File: config.mk
export PLATFORM = sky130hd
export DESIGN_NAME = ifu_top
export DESIGN_NICKNAME = d
export VERILOG_FILES = /design/src/logic/ifu_ctrl_pkg.sv /design/src/logic/ifu_bus_pkg.sv /design/src/logic/ifu_pc_select.sv /design/src/logic/ifu_prefetch_buffer.sv /design/src/logic/ifu_id_reg.sv /design/src/logic/ifu_pc_check.sv /design/src/logic/ifu_top.sv
export SDC_FILE = /design/constraint.sdc
export NUM_CORES = 1
export LEC_CHECK = 0
export ABC_CLOCK_PERIOD_IN_PS = 12200
export BUFFER_PORTS_ARGS = -buffer_cell sky130_fd_sc_hd__buf_2
export CORE_MARGIN = 2
export CORE_UTILIZATION = 55
export DETAILED_ROUTE_END_ITERATION = 6
export MAX_ROUTING_LAYER = met4
export PLACE_DENSITY_LB_ADDON = 0.1
export SYNTH_ARGS = -nofsm -noshare
export SYNTH_HDL_FRONTEND = slang
export SYNTH_SLANG_ARGS = --single-unit
File: constraint.sdc
create_clock -name clk_i -period 12.2 [get_ports clk_i]
set_input_delay 2.44 -clock clk_i [delete_from_list [all_inputs] [get_ports clk_i]]
set_output_delay 2.44 -clock clk_i [all_outputs]
set_load 0.02 [all_outputs]
File: src/logic/ifu_ctrl_pkg.sv
// Control-side definitions of the fetch stage: address width and the selectors
// that the controller drives to steer the next PC.

package ifu_ctrl_pkg;

  // instruction address and data width
  localparam int unsigned AddrWidth = 32;

  // source of the next fetch address on a PC set
  typedef enum logic [2:0] {
    PC_BOOT = 3'd0,
    PC_JUMP = 3'd1,
    PC_EXC  = 3'd2,
    PC_ERET = 3'd3,
    PC_DRET = 3'd4
  } pc_sel_e;

  // source of the exception vector when PC_EXC is selected
  typedef enum logic [1:0] {
    EXC_PC_EXC     = 2'd0,
    EXC_PC_IRQ     = 2'd1,
    EXC_PC_DBD     = 2'd2,
    EXC_PC_DBG_EXC = 2'd3
  } exc_pc_sel_e;

endpackage

File: src/logic/ifu_bus_pkg.sv
// Data-side types of the fetch stage: the instruction bus request and response,
// and the fetched instruction as it moves from the buffer to the ID stage.

package ifu_bus_pkg;

  // request toward instruction memory
  typedef struct packed {
    logic                                req;
    logic [ifu_ctrl_pkg::AddrWidth-1:0] addr;
  } instr_req_t;

  // response from instruction memory
  typedef struct packed {
    logic                                gnt;
    logic                                rvalid;
    logic [ifu_ctrl_pkg::AddrWidth-1:0] rdata;
    logic                                err;
  } instr_rsp_t;

  // one fetched word with the address it was read from
  typedef struct packed {
    logic [ifu_ctrl_pkg::AddrWidth-1:0] rdata;
    logic [ifu_ctrl_pkg::AddrWidth-1:0] addr;
    logic                                err;  // bus error on this fetch
  } fetch_item_t;

endpackage

File: src/logic/ifu_pc_select.sv
// Next-PC selection for the fetch stage. Purely combinational; the result is
// consumed by the prefetch buffer in the cycle of a PC set.

`timescale 1ns/100ps

module ifu_pc_select #(
  parameter logic [ifu_ctrl_pkg::AddrWidth-1:0] DmHaltAddr      = 32'h1A110800,
  parameter logic [ifu_ctrl_pkg::AddrWidth-1:0] DmExceptionAddr = 32'h1A110808
) (
  input  ifu_ctrl_pkg::pc_sel_e               pc_mux_i,
  input  ifu_ctrl_pkg::exc_pc_sel_e           exc_pc_mux_i,
  input  logic                                pc_set_i,
  input  logic [ifu_ctrl_pkg::AddrWidth-1:0] boot_addr_i,
  input  logic [ifu_ctrl_pkg::AddrWidth-1:0] branch_target_i,
  input  logic [ifu_ctrl_pkg::AddrWidth-1:0] csr_mepc_i,
  input  logic [ifu_ctrl_pkg::AddrWidth-1:0] csr_depc_i,
  input  logic [ifu_ctrl_pkg::AddrWidth-1:0] csr_mtvec_i,
  output logic [ifu_ctrl_pkg::AddrWidth-1:0] fetch_addr_o,
  output logic                                csr_mtvec_init_o
);

  import ifu_ctrl_pkg::*;

  logic [AddrWidth-1:0] exc_pc;
  logic [AddrWidth-1:0] next_pc;

  // exception vector, traps use the mtvec base
  always_comb begin
    unique case (exc_pc_mux_i)
      EXC_PC_EXC:     exc_pc = {csr_mtvec_i[AddrWidth-1:2], 2'b00};
      EXC_PC_IRQ:     exc_pc = {csr_mtvec_i[AddrWidth-1:2], 2'b00};
      EXC_PC_DBD:     exc_pc = DmHaltAddr;
      EXC_PC_DBG_EXC: exc_pc = DmExceptionAddr;
      default:        exc_pc = {csr_mtvec_i[AddrWidth-1:2], 2'b00};
    endcase
  end

  always_comb begin
    unique case (pc_mux_i)
      PC_BOOT: next_pc = {boot_addr_i[AddrWidth-1:2], 2'b00};
      PC_JUMP: next_pc = branch_target_i;
      PC_EXC:  next_pc = exc_pc;
      PC_ERET: next_pc = csr_mepc_i;   // return from trap
      PC_DRET: next_pc = csr_depc_i;   // return from debug mode
      default: next_pc = {boot_addr_i[AddrWidth-1:2], 2'b00};
    endcase
  end

  // only 32-bit instructions, so every fetch is word aligned
  assign fetch_addr_o = {next_pc[AddrWidth-1:2], 2'b00};

  // mtvec is initialised from the boot address when booting
  assign csr_mtvec_init_o = pc_set_i & (pc_mux_i == PC_BOOT);

endmodule

File: src/logic/ifu_prefetch_buffer.sv
// Prefetch buffer: issues word fetches on the instruction bus with several
// requests in flight and queues the returned words for the ID stage.
// A branch flushes the queue and drops responses that are still on the way.

`timescale 1ns/100ps

module ifu_prefetch_buffer #(
  parameter int unsigned FifoDepth = 2
) (
  input  logic                                clk_i,
  input  logic                                rst_ni,
  input  logic                                req_i,
  input  logic                                branch_i,
  input  logic [ifu_ctrl_pkg::AddrWidth-1:0] addr_i,
  input  logic                                ready_i,
  input  ifu_bus_pkg::instr_rsp_t             instr_rsp_i,
  output logic                                valid_o,
  output ifu_bus_pkg::fetch_item_t            item_o,
  output ifu_bus_pkg::instr_req_t             instr_req_o
);

  import ifu_ctrl_pkg::*;
  import ifu_bus_pkg::*;

  localparam int unsigned CntW = $clog2(FifoDepth + 1);
  localparam int unsigned PtrW = (FifoDepth > 1) ? $clog2(FifoDepth) : 1;

  logic                 started_q;
  logic                 hold_q, hold_stale_q;
  logic [AddrWidth-1:0] hold_addr_q;
  logic [AddrWidth-1:0] fetch_addr_q;
  logic [AddrWidth-1:0] resp_addr_q;
  logic [CntW-1:0]      pend_q, pend_d;
  logic [CntW-1:0]      discard_q, discard_d;
  logic [CntW:0]        used;
  logic                 room, new_req, bus_req, gnt_acc;
  logic [AddrWidth-1:0] bus_addr;
  logic                 push, drop, pop;

  fetch_item_t          fifo_q [FifoDepth];
  logic [PtrW-1:0]      wr_ptr_q, rd_ptr_q;
  logic [CntW-1:0]      fifo_cnt_q;

  // stored plus outstanding words must fit into the queue
  assign used = fifo_cnt_q + pend_q;
  assign room = used < (CntW + 1)'(FifoDepth);

  // a request that was not granted stays on the bus with the same address,
  // even across a branch
  assign new_req  = req_i & started_q & ~hold_q & ~branch_i & room;
  assign bus_req  = hold_q | new_req;
  assign bus_addr = hold_q ? hold_addr_q : fetch_addr_q;
  assign gnt_acc  = bus_req & instr_rsp_i.gnt;

  assign instr_req_o = '{req: bus_req, addr: bus_addr};

  // responses of a flushed stream never enter the queue
  assign drop = instr_rsp_i.rvalid & ((discard_q != '0) | branch_i);
  assign push = instr_rsp_i.rvalid & ~drop;
  assign pop  = valid_o & ready_i;

  assign pend_d = pend_q + CntW'(gnt_acc) - CntW'(instr_rsp_i.rvalid);

  always_comb begin
    discard_d = discard_q;
    if (branch_i) begin
      // everything still outstanding belongs to the old stream
      discard_d = pend_d;
    end else begin
      if (drop) begin
        discard_d = discard_d - CntW'(1);
      end
      if (gnt_acc && hold_stale_q) begin
        discard_d = discard_d + CntW'(1);
      end
    end
  end

  always_ff @(posedge clk_i or negedge rst_ni) begin
    if (!rst_ni) begin
      started_q    <= 1'b0;
      hold_q       <= 1'b0;
      hold_stale_q <= 1'b0;
      fetch_addr_q <= '0;
      resp_addr_q  <= '0;
      pend_q       <= '0;
      discard_q    <= '0;
    end else begin
      pend_q       <= pend_d;
      discard_q    <= discard_d;
      hold_q       <= bus_req & ~instr_rsp_i.gnt;
      hold_stale_q <= bus_req & ~instr_rsp_i.gnt & (branch_i | hold_stale_q);
      if (branch_i) begin
        started_q    <= 1'b1;
        fetch_addr_q <= addr_i;
        resp_addr_q  <= addr_i;
      end else begin
        if (gnt_acc && !hold_stale_q) begin
          fetch_addr_q <= fetch_addr_q + AddrWidth'(4);
        end
        // address of the next word that will be kept
        if (push) begin
          resp_addr_q <= resp_addr_q + AddrWidth'(4);
        end
      end
    end
  end

  // address of a request waiting for its grant
  always_ff @(posedge clk_i) begin
    if (!hold_q) begin
      hold_addr_q <= fetch_addr_q;
    end
  end

  always_ff @(posedge clk_i or negedge rst_ni) begin
    if (!rst_ni) begin
      wr_ptr_q   <= '0;
      rd_ptr_q   <= '0;
      fifo_cnt_q <= '0;
    end else if (branch_i) begin
      wr_ptr_q   <= '0;
      rd_ptr_q   <= '0;
      fifo_cnt_q <= '0;
    end else begin
      if (push) begin
        wr_ptr_q <= (wr_ptr_q == PtrW'(FifoDepth - 1)) ? '0 : wr_ptr_q + 1'b1;
      end
      if (pop) begin
        rd_ptr_q <= (rd_ptr_q == PtrW'(FifoDepth - 1)) ? '0 : rd_ptr_q + 1'b1;
      end
      fifo_cnt_q <= fifo_cnt_q + CntW'(push) - CntW'(pop);
    end
  end

  always_ff @(posedge clk_i) begin
    if (push) begin
      fifo_q[wr_ptr_q] <= '{rdata: instr_rsp_i.rdata, addr: resp_addr_q, err: instr_rsp_i.err};
    end
  end

  assign valid_o = (fifo_cnt_q != '0);

  always_comb begin
    item_o = fifo_q[rd_ptr_q];
    // when empty, show the address of the word that comes next
    if (!valid_o) begin
      item_o.addr = resp_addr_q;
    end
  end

endmodule

File: src/logic/ifu_id_reg.sv
// IF-ID pipeline register. Takes an instruction from the prefetch buffer when
// the ID stage is ready and flags it as valid and new.

`timescale 1ns/100ps

module ifu_id_reg (
  input  logic                     clk_i,
  input  logic                     rst_ni,
  input  ifu_bus_pkg::fetch_item_t item_i,
  input  logic                     valid_i,
  input  logic                     id_in_ready_i,
  input  logic                     pc_set_i,
  input  logic                     instr_valid_clear_i,
  output logic                     ready_o,
  output ifu_bus_pkg::fetch_item_t item_o,
  output logic                     valid_o,
  output logic                     new_o,
  output logic                     accept_o
);

  logic accept;
  logic valid_d, valid_q;
  logic new_q;

  // the buffer pops in the same cycle
  assign accept   = valid_i & id_in_ready_i;
  assign ready_o  = accept;
  assign accept_o = accept;

  // a PC set in the accept cycle squashes the incoming instruction,
  // otherwise valid holds until the ID stage clears it
  assign valid_d = (accept & ~pc_set_i) | (valid_q & ~instr_valid_clear_i);

  always_ff @(posedge clk_i or negedge rst_ni) begin
    if (!rst_ni) begin
      valid_q <= 1'b0;
      new_q   <= 1'b0;
    end else begin
      valid_q <= valid_d;
      new_q   <= accept;
    end
  end

  // frozen while ID stalls
  always_ff @(posedge clk_i) begin
    if (accept) begin
      item_o <= item_i;
    end
  end

  assign valid_o = valid_q;
  assign new_o   = new_q;

endmodule

File: src/logic/ifu_pc_check.sv
// PC increment checker. Flags an alert when the address in IF does not follow
// the instruction in ID by one word although no redirect happened in between.

`timescale 1ns/100ps

module ifu_pc_check (
  input  logic                                clk_i,
  input  logic                                rst_ni,
  input  logic                                accept_i,
  input  logic                                branch_i,
  input  logic [ifu_ctrl_pkg::AddrWidth-1:0] pc_if_i,
  input  ifu_bus_pkg::fetch_item_t            id_item_i,
  output logic                                alert_o
);

  import ifu_ctrl_pkg::*;

  logic                 seq_d, seq_q;
  logic [AddrWidth-1:0] id_addr_incr;

  // any redirect breaks the sequence, also a fresh start after reset
  assign seq_d = (seq_q | accept_i) & ~branch_i;

  always_ff @(posedge clk_i or negedge rst_ni) begin
    if (!rst_ni) begin
      seq_q <= 1'b0;
    end else begin
      seq_q <= seq_d;
    end
  end

  assign id_addr_incr = id_item_i.addr + AddrWidth'(4);

  assign alert_o = seq_q & (pc_if_i != id_addr_incr);

endmodule

File: src/logic/ifu_top.sv
// Instruction fetch stage for 32-bit RISC-V instructions. Selects the next PC,
// prefetches over the instruction bus and hands instructions to the ID stage.

`timescale 1ns/100ps

module ifu_top #(
  parameter logic [ifu_ctrl_pkg::AddrWidth-1:0] DmHaltAddr      = 32'h1A110800,
  parameter logic [ifu_ctrl_pkg::AddrWidth-1:0] DmExceptionAddr = 32'h1A110808,
  parameter int unsigned                         FifoDepth       = 2
) (
  input  logic                                clk_i,
  input  logic                                rst_ni,
  input  logic [ifu_ctrl_pkg::AddrWidth-1:0] boot_addr_i,
  input  logic                                req_i,
  input  logic                                pc_set_i,
  input  ifu_ctrl_pkg::pc_sel_e               pc_mux_i,
  input  ifu_ctrl_pkg::exc_pc_sel_e           exc_pc_mux_i,
  input  logic [ifu_ctrl_pkg::AddrWidth-1:0] branch_target_i,
  input  logic [ifu_ctrl_pkg::AddrWidth-1:0] csr_mepc_i,
  input  logic [ifu_ctrl_pkg::AddrWidth-1:0] csr_depc_i,
  input  logic [ifu_ctrl_pkg::AddrWidth-1:0] csr_mtvec_i,
  input  logic                                id_in_ready_i,
  input  logic                                instr_valid_clear_i,
  input  ifu_bus_pkg::instr_rsp_t             instr_rsp_i,
  output ifu_bus_pkg::instr_req_t             instr_req_o,
  output ifu_bus_pkg::fetch_item_t            instr_id_o,
  output logic                                instr_valid_id_o,
  output logic                                instr_new_id_o,
  output logic [ifu_ctrl_pkg::AddrWidth-1:0] pc_if_o,
  output logic                                csr_mtvec_init_o,
  output logic                                pc_mismatch_alert_o
);

  import ifu_ctrl_pkg::*;
  import ifu_bus_pkg::*;

  logic [AddrWidth-1:0] fetch_addr;
  logic                 fetch_valid;
  logic                 fetch_ready;
  fetch_item_t          fetch_item;
  logic                 id_accept;

  ifu_pc_select #(
    .DmHaltAddr      (DmHaltAddr),
    .DmExceptionAddr (DmExceptionAddr)
  ) u_pc_select (
    .pc_mux_i         (pc_mux_i),
    .exc_pc_mux_i     (exc_pc_mux_i),
    .pc_set_i         (pc_set_i),
    .boot_addr_i      (boot_addr_i),
    .branch_target_i  (branch_target_i),
    .csr_mepc_i       (csr_mepc_i),
    .csr_depc_i       (csr_depc_i),
    .csr_mtvec_i      (csr_mtvec_i),
    .fetch_addr_o     (fetch_addr),
    .csr_mtvec_init_o (csr_mtvec_init_o)
  );

  ifu_prefetch_buffer #(
    .FifoDepth (FifoDepth)
  ) u_prefetch_buffer (
    .clk_i       (clk_i),
    .rst_ni      (rst_ni),
    .req_i       (req_i),
    .branch_i    (pc_set_i),
    .addr_i      (fetch_addr),
    .ready_i     (fetch_ready),
    .instr_rsp_i (instr_rsp_i),
    .valid_o     (fetch_valid),
    .item_o      (fetch_item),
    .instr_req_o (instr_req_o)
  );

  ifu_id_reg u_id_reg (
    .clk_i               (clk_i),
    .rst_ni              (rst_ni),
    .item_i              (fetch_item),
    .valid_i             (fetch_valid),
    .id_in_ready_i       (id_in_ready_i),
    .pc_set_i            (pc_set_i),
    .instr_valid_clear_i (instr_valid_clear_i),
    .ready_o             (fetch_ready),
    .item_o              (instr_id_o),
    .valid_o             (instr_valid_id_o),
    .new_o               (instr_new_id_o),
    .accept_o            (id_accept)
  );

  ifu_pc_check u_pc_check (
    .clk_i     (clk_i),
    .rst_ni    (rst_ni),
    .accept_i  (id_accept),
    .branch_i  (pc_set_i),
    .pc_if_i   (fetch_item.addr),
    .id_item_i (instr_id_o),
    .alert_o   (pc_mismatch_alert_o)
  );

  assign pc_if_o = fetch_item.addr;

endmodule

Yosys cells after proc, flatten, opt, wreduce, memory -nomap -nowiden

Memory sizes are Yosys's and may differ from the RTL's.
Cells that the tools add are included.

$add $sub $neg: 12
Magnitude comparators: 1
Equal/unequal tests: 8
Multiplexer cells: 21
Bitwise gates (word level): 26
Reduce and logical (&&, ||, !) cells: 11

Operators by type and width:

| operator                                                              | number |
|---|---|
| 32-bit 2-to-1 mux                                                     | 6 |
| 32-bit one-hot mux with 4 select lines                                | 1 |
| 32-bit by 3-bit adder with 32-bit output, second input constant       | 3 |
| 32-bit one-hot mux with 3 select lines                                | 1 |
| 32-bit inequality test                                                | 1 |
| 1-bit bitwise AND                                                     | 16 |
| 2-bit 2-to-1 mux                                                      | 5 |
| 2-bit nonzero test                                                    | 5 |
| 1-bit 2-to-1 mux                                                      | 8 |
| 3-bit by 2-bit equality test with 1-bit output, second input constant | 2 |
| 1-bit NOT                                                             | 5 |
| 1-bit OR                                                              | 5 |
| 2-bit by 1-bit adder with 2-bit output                                | 2 |
| 2-bit equality test, second input constant                            | 2 |
| 2-bit by 1-bit subtractor with 2-bit output                           | 2 |
| 2-bit by 2-bit adder with 3-bit output                                | 1 |
| 3-bit by 1-bit equality test with 1-bit output, second input constant | 1 |
| 3-bit equality test, second input constant                            | 1 |
| 3-bit logical NOT                                                     | 1 |
| 3-bit by 2-bit < comparator with 1-bit output, second input constant  | 1 |
| 1-bit adder, second input constant                                    | 2 |
| 2-bit by 1-bit adder with 2-bit output, second input constant         | 1 |
| 2-bit by 1-bit equality test with 1-bit output, second input constant | 1 |
| 1-bit logical AND                                                     | 2 |
| 4 further kinds                                                       | 4 |

Flip-flop bits (word level): 175
Bits in writable memories: 130
Bits of input ports: 206
Logic and storage cells: 97
Memories kept: 1

Memories:

| memory                   | words | width | rd ports | clocked after memory_dff | wr ports | RTL line                  | text |
|---|---|---|---|---|---|---|---|
| u_prefetch_buffer.fifo_q | 2     | 65    | 1        | 0                        | 1        | ifu_prefetch_buffer.sv:40 | `fetch_item_t fifo_q [FifoDepth];` |

Logic depth before layout (Yosys ltp)

Gate-level depths: netlist of run 1.

Word-level depth: 9
Mapped depth: 12
Gate-level depth less buffers: 11

Hierarchy

From an unflattened synthesis of run 1, not the netlist that was laid out.

Cells, all modules: 1261
Area total of the unflattened synthesis: 15228.4 um^2

By module, submodules not included:

| module              | times used | cells each | area an instance (um^2) | seq. area each (um^2) |
|---|---|---|---|---|
| ifu_prefetch_buffer | 1          | 797        | 10307.4                 | 6421.2 |
| ifu_id_reg          | 1          | 72         | 2033.2                  | 2001.9 |
| ifu_pc_select       | 1          | 208        | 1622.8                  | 0.0 |
| ifu_pc_check        | 1          | 184        | 1265.0                  | 25.0 |

Least setup slack after synthesis of run 1

OpenSTA, ideal clock, no wires.

Kind: in2reg
Start: in pc_set_i
End: mem u_prefetch_buffer.fifo_q[0][0] (netlist name), enable pin
Data arrival time: 5.879 ns
Required time: 11.715 ns
Slack: 5.837 ns
Cell stages on the path: 4
Buffers on the path: 1
Cells stage by stage: clkbuf_1 nor2_1 clkinv_1 nor2_1

Word-level cells in the longest chain between the ends: 6

Ends and longest elaborated chain:

| what                                   | RTL line                   | text |
|---|---|---|
| start, declared                        | ifu_top.sv:15              | `input logic pc_set_i,` |
| 1-bit OR                               | ifu_prefetch_buffer.sv:58  | `assign drop = instr_rsp_i.rvalid & ((discard_q != '0) \| branch_i);` |
| 1-bit bitwise AND                      | ifu_prefetch_buffer.sv:58  |  |
| 1-bit NOT                              | ifu_prefetch_buffer.sv:59  | `assign push = instr_rsp_i.rvalid & ~drop;` |
| 1-bit bitwise AND                      | ifu_prefetch_buffer.sv:59  |  |
| 1-bit 2-to-1 mux                       | ifu_prefetch_buffer.sv:137 | `if (push) begin` |
| 1-bit 2-to-1 mux (implied by the code) | ifu_prefetch_buffer.sv:138 | `fifo_q[wr_ptr_q] <= '{rdata: instr_rsp_i.rdata, addr: resp_addr_q, err: instr_rsp_i.err};` |
| end, declared                          | ifu_prefetch_buffer.sv:40  |  |

No other way between the ends.

==> results of run 1 <==
==> power by group through the flow <==
stage                     Clock [mW]  Combinational (mW)  Sequential (mW)
final                          0.881                1.23             1.40
after global routing           0.942                1.33             1.42
after CTS                      0.900                1.24             1.40
after detailed placement           0                1.23             1.42
after global placement             0                1.21             1.41
after floorplan                    0               0.909             1.44
==> state kept, by name (all words and copies together) (netlist names), 2 cells and up <==
name	flops
u_id_reg.item_o	63
u_prefetch_buffer.discard_q	2
u_prefetch_buffer.fetch_addr_q	30
u_prefetch_buffer.fifo_cnt_q	2
u_prefetch_buffer.fifo_q	126
u_prefetch_buffer.hold_addr_q	32
u_prefetch_buffer.pend_q	2
u_prefetch_buffer.resp_addr_q	30
==> final timing paths <==
path,slack [ps],cells after the start,endpoint,startpoint
min reg2reg,460,1,u_prefetch_buffer.hold_addr_q[0]$_DFF_P_,u_prefetch_buffer.hold_addr_q[0]$_DFF_P_
min in group asynchronous,2030,1,u_prefetch_buffer.resp_addr_q[17]$_DFFE_PN0N_,rst_ni
min,460,1,u_prefetch_buffer.hold_addr_q[0]$_DFF_P_,u_prefetch_buffer.hold_addr_q[0]$_DFF_P_
max in group asynchronous,9470,1,u_prefetch_buffer.rd_ptr_q$_DFFE_PN0P_,rst_ni
max reg2reg,8700,11,u_prefetch_buffer.fetch_addr_q[28]$_DFFE_PN0P_,u_prefetch_buffer.fifo_cnt_q[0]$_DFF_PN0_
max,5630,6,instr_req_o[32],pc_set_i
==> placed cells by master (no fill, tap or decap), types with 5 or more instances in the layout <==
cell / n
clkbuf_16: 30
o211ai_1: 6
inv_1: 35
a21oi_1: 97
mux2_2: 75
dfxtp_1: 32
nor2b_1: 7
and3_1: 23
buf_2: 324
o22ai_1: 10
a31oi_1: 21
o22a_1: 24
o21a_1: 14
or2_2: 12
xnor2_1: 30
mux2i_1: 38
nand2_1: 93
a21o_1: 7
and4_1: 8
edfxtp_1: 189
o21ai_0: 54
buf_4: 18
nand4_1: 16
nor3_1: 32
nor4_1: 6
nand3_1: 38
clkinv_2: 6
dfrtp_1: 73
a22oi_1: 36
nand2b_1: 5
and2_1: 17
nor2_1: 81
o31ai_1: 6
clkinv_1: 9
a211oi_1: 6
a222oi_1: 13
xor2_1: 11
ha_1: 8
==> critical path, cell delays in order <==
cell and delay, ps:
buf_2 110, clkinv_1 470, buf_4 470, a41oi_1 390, inv_1 70, buf_2 170
==> area by class of cell <==
type                    count  area (um2)
inverters                  38         143
clock inverters            22         184
fillers                  2072        8820
flip-flops and latches    295        8170
clock buffers              34         766
repair buffers            342        1760
well taps                 335         419
multi-input cells         861        5800
==> stage by stage <==
stage | hold slack, ps | area [um2] | power (mW) | instances | utilization (%)
final | 460 | 17200 | 3.52 | 1927 | 66.1
after global routing | 475 | 17200 | 3.70 | 1927 | 66.1
after CTS | 460 | 17200 | 3.54 | 1927 | 66.1
after detailed placement | 443 | 16300 | 2.65 | 1871 | 62.5
after global placement | 440 | 16300 | 2.62 | 1871 | 62.5
after floorplan | 437 | 14600 | 2.35 | 1294 | -
==> cell families (layout without fill, tap and decap cells) <==
kind of cell               count (synthesis)  after routing
AOI/OAI and AO/OA                        323            323
xor gates and xnor gates                  44             44
adders and majority gates                  9              9
buffers and inverters                    138            436
DFF                                      295            295
muxes                                    114            114
other                                      1              4
and+or+nand+nor                          367            367
==> per-layer routing <==
layer / share of wire (%) / vias up
met4: 3.2 / 0
met3: 6.7 / 76
met1: 42 / 5482
met2: 48 / 521
li1: - / 5365
met5: 0 / -
==> flow_summary.toml, run 1 <==
[sta]
finalMaxSlewViolations = 0
clock.fmax_mhz = 152
slew-limit-headroom_pct = 28.0
setup_tns_ps = 0
rsz0062_at_grt = "no"
min_period_ps = 6570
finalCritPeriodShare_pct = 53.8
hold_viol = 0
worst_slack_ps = 5630
setup_violations = 0
clock_skew_ps = 12.4
tightest_slew_ps = 1080

[yosys]
synth_most_common_cell = "edfxtp_1"
synth_top_family_by_area = "compound AO/OA/AOI/OAI gates"
yosysWarningCount = 0
synth_edf_count = 189
yosys-top-cells-area = "edfxtp_1 (39%), dfrtp_1 (13%), mux2_2 (5.8%)"
synth_area_per_cell_um2 = 11.3
async_flop_share_pct = 25.1
synth_cell_types = 71
synth_top_area_share_pct = 38.8
ys_top_cells_by_count = "edfxtp_1 (189), a21oi_1 (97), nand2_1 (93), nor2_1 (84), mux2_2 (75)"
synthAdderAreaFrac_pct = 0.821
ys_seq_area_share_pct = 55.9
synth_compound_area_share_pct = 14.5
netlist_area_mm2 = 0.0146
ys_ff_latch = 295
netlist_instances = 1291
yosysTopAreaCell = "edfxtp_1"
synthXorXnorAreaFrac_pct = 2.83
synthSimpleGateAreaFrac_pct = 12.6
ys.flop_type = "edfxtp_1"
synth_mux_area_share_pct = 8.53

[global_routing]
grt_overflow = 0
met3_usage_pct = 3.54
grt_pass1_vias = 11000
antenna_found_initial = 0
grt_max_degree = 75
global_route.usage.met1_pct = 37.4
grtUsageMet2_pct = 46.2
grt.total_usage_pct = 28.5
grt_pass1_wl_um = 61100
grt_busiest_layer = "met2"

[critical_path]
start_kind = "primary input"
worstSetupPathType = "primary input to output port"
arrival_ps = 4130
cp.required_ps = 9760
worst-path-max-fanout = 30
worstSetupEndpointType = "output port"

[power_and_ir_drop]
p_sw_mw = 1.28
p_seq_share_pct = 39.9
p_per_area_mw_per_mm2 = 204
swShare_pct = 36.5
power.internal_mw = 2.23
p_leak_nw = 7.04
vdd_ir_drop_max_mv = 0.180
p_clk_share_pct = 25.1
p_comb_share_pct = 35.0

[die]
rows = 59
ios = 340
die_h_um = 167
core_region_area_mm2 = 0.0261
start_util_pct = 56.1
die_area_mm2 = 0.0279
fp.dieW_um = 167

[drt]
wl_um = 39300
postRouteAntennaNets = 0
wl_per_cell_um = 20.4
drc_errors = 0
drtIter0Drc = 1118
vias_per_cell = 5.94
dr.pass1.iters = 5
routed-via-count = 11400

[clocking]
clkLatencyLatePin_ps = 570
root_buffer = "clkbuf_16"
cts.htree.levels = 1
cts_buffers = 30
clkTransAtPathRegs_ps = 50
cts_resized = 0
postCtsHoldBufs = 0
cts_max_path_buffers = 3
cts_tree = "yes"
cts_setup_buffers = 0
clock_sinks = 295

[status]
outcome = "finished, final reports clean"

[place]
place_congestion = 0.934
pre_cts_slack_ps = 5650
numPortBuffers = 325
dpl.hpwl_um = 28500

[layout]
drive_gt1_share_pct = 31.0
antenna-diode-count = 0
num-nets-final = 1783
area_growth_pct = 17.9

[min_path]
holdCritPathClass = "register to register"

[flow_run]
maxCapViolCount = 0
Power figures use the tool's default switching activity.
==> inputs of run 2 (changes only) <==
- ABC_CLOCK_PERIOD_IN_PS: 12200 -> 6400
- clock period: 12.2 -> 6.4 ns (I/O delays scaled with it)
==> run 2 against run 1 <==
  * Non-clock buffer count rose by 2
  * Worst setup slack got worse by 4500 ps
  * Sequential cell count did not move
  * First-iteration DRC count rose by 8.4%
  * Sequential power rose by 94%
  * Hold slack got worse by 1.1 ps
  * Global-route usage fell by 0.41 points
  * Via count rose by 1.0%
  * Combinational power rose by 89%
==> flow_summary.toml, run 2 (synthesis gave the netlist of run 1 again) <==
[status]
outcome = "finished, final reports clean"

[drt]
wl_um = 39300
met2_length_um = 19300
drtIter0Drc = 1212
dr.pass1.iters = 5
wl_met3_um = 2540
routed.top_layer = "met4"
wl_met1_um = 16500
vias_per_cell = 5.99
postRouteAntennaNets = 0
drc_errors = 0
wl_per_cell_um = 20.4
routed-via-count = 11600

[sta]
rsz0062_at_grt = "no"
tightest_slew_ps = 998
clock.fmax_mhz = 191
finalCritPeriodShare_pct = 82.0
hold_viol = 0
slew-limit-headroom_pct = 33.5
setup_tns_ps = 0
min_period_ps = 5250
clock_skew_ps = 16.7
setup_violations = 0
finalMaxSlewViolations = 0

[global_routing]
grt_overflow = 0
grt_max_degree = 76
grt_pass1_vias = 11000
grt_pass1_wl_um = 60200
antenna_found_initial = 0
grt.total_usage_pct = 28.1

[die]
rows = 59
core_region_area_mm2 = 0.0261
die_h_um = 167
fp.dieW_um = 167
die_area_mm2 = 0.0279
start_util_pct = 56.1
ios = 340

[critical_path]
arrival_ps = 3970
worstSetupPathType = "register to output port"
cp_slowest_cell = "dfrtp_1"
cp.required_ps = 5120
worstSetupEndpointType = "output port"
start_kind = "register"
worst_path_largest_cell_delay_ps = 850
crit_top_cell = "mux2i_1"
worst-path-buf-inv = 2
crit_cells = 9
crit_chain = "or2_1, buf_4, mux2i_1, xor2_1, mux2i_1, o2111ai_1, nor4_1, a41oi_1, buf_2"
worst-path-max-fanout = 20
cp_top_family = "flip-flops"
reg2reg_depth = 11

[power_and_ir_drop]
p_per_area_mw_per_mm2 = 389
vdd_ir_drop_max_mv = 0.325
p_leak_nw = 7.06

[min_path]
holdCritPathClass = "register to register"
hold-path-cell-count = 1

[clocking]
clock_sinks = 295
postCtsHoldBufs = 0
cts.htree.levels = 1
clkLatencyLatePin_ps = 570
cts_setup_buffers = 0
cts_tree = "yes"
clkTransAtPathRegs_ps = 60
cts_max_path_buffers = 3
cts_buffers = 31
root_buffer = "clkbuf_16"
cts_resized = 0

[layout]
mostFrequentLayoutCell = "buf_2"
n_fill_cell = 2064
layout_common_cells = "buf_2 (324), edfxtp_1 (189), a21oi_1 (97), nand2_1 (93), nor2_1 (82)"
top_register = "u_prefetch_buffer.fifo_q"
fin_cells = 1931
utilization_pct = 66.2
antenna-diode-count = 0
largest_reg_flops = 126
top_regs = "u_prefetch_buffer.fifo_q x126, u_id_reg.item_o x63, u_prefetch_buffer.hold_addr_q x32"
area_growth_pct = 18.0
drive_gt1_share_pct = 30.8
num-nets-final = 1786

[place]
dpl.hpwl_um = 28300
numPortBuffers = 325
place_inst = 1873
place_congestion = 0.937

[flow_run]
maxCapViolCount = 0
[run 2: cell types whose count changed in the layout (fill, tap and decap cells not counted), moves of 2 or more]
cell | before | now
buf_4 | 18 | 20
clkbuf_1 | 4 | 7
clkbuf_8 | 0 | 2
clkinv_1 | 9 | 11
clkbuf_4 | 0 | 2
bufinv_16 | 2 | 0
clkinv_4 | 4 | 0
clkbuf_16 | 30 | 32
clkinv_2 | 6 | 3
[run 2: area by class of cell]
type / count / area [um2] / share of cell area (%)
flip-flops and latches: 295 / 8170 / 47.3
multi-input cells: 861 / 5790 / 33.6
repair buffers: 344 / 1770 / 10.3
clock buffers: 43 / 870 / 5.04
well taps: 335 / 419 / 2.43
inverters: 38 / 143 / 0.827
clock inverters: 15 / 86.3 / 0.500
[run 2: worst register-to-register path: cells and delay by family, from the launching register on]
kind	cells	cell delay (ps)
AOI/OAI and AO/OA	3	570
DFF	1	800
adders and majority gates	1	410
buffers and inverters	3	680
and+or+nand+nor	4	700
[run 2: per-layer routing]
metal  track usage [%]  vias to the layer above
met5                 -                        -
met3              3.47                       74
met1              36.9                     5563
met4              8.36                        0
met2              46.0                      541
li1                  -                     5383
[run 2: final timing paths]
path                                                                start                                              to  slack, ps
worst max register to register  u_prefetch_buffer.fifo_cnt_q[0]$_DFF_PN0_  u_prefetch_buffer.fetch_addr_q[13]$_DFFE_PN0P_       3150
worst max-delay path            u_prefetch_buffer.fifo_cnt_q[1]$_DFF_PN0_                             pc_mismatch_alert_o       1150
worst min-delay path             u_prefetch_buffer.hold_addr_q[0]$_DFF_P_        u_prefetch_buffer.hold_addr_q[0]$_DFF_P_        460
max in group asynchronous                                          rst_ni          u_prefetch_buffer.rd_ptr_q$_DFFE_PN0P_       4810
worst min register to register   u_prefetch_buffer.hold_addr_q[0]$_DFF_P_        u_prefetch_buffer.hold_addr_q[0]$_DFF_P_        460
min in group asynchronous                                          rst_ni   u_prefetch_buffer.resp_addr_q[12]$_DFFE_PN0N_        870
[run 2: through the flow]
| step | worst slack, ps | hold slack (ps) | power, mW | area [um2] |
|---|---|---|---|---|
| floorplan | 1200 | 437 | 4.47 | 14600 |
| global placement | 1860 | 441 | 5.01 | 16300 |
| detailed placement | 1860 | 444 | 5.06 | 16300 |
| CTS | 1230 | 459 | 6.75 | 17300 |
| global route | 1060 | 494 | 7.03 | 17300 |
| finish | 1150 | 459 | 6.71 | 17300 |
[run 2: power breakdown]
group | switching [mW] | internal [mW] | total (mW)
registers | 0.277 | 2.43 | 2.71
clock network | 0.728 | 0.950 | 1.68
logic | 1.44 | 0.890 | 2.33
total | 2.44 | 4.27 | 6.71
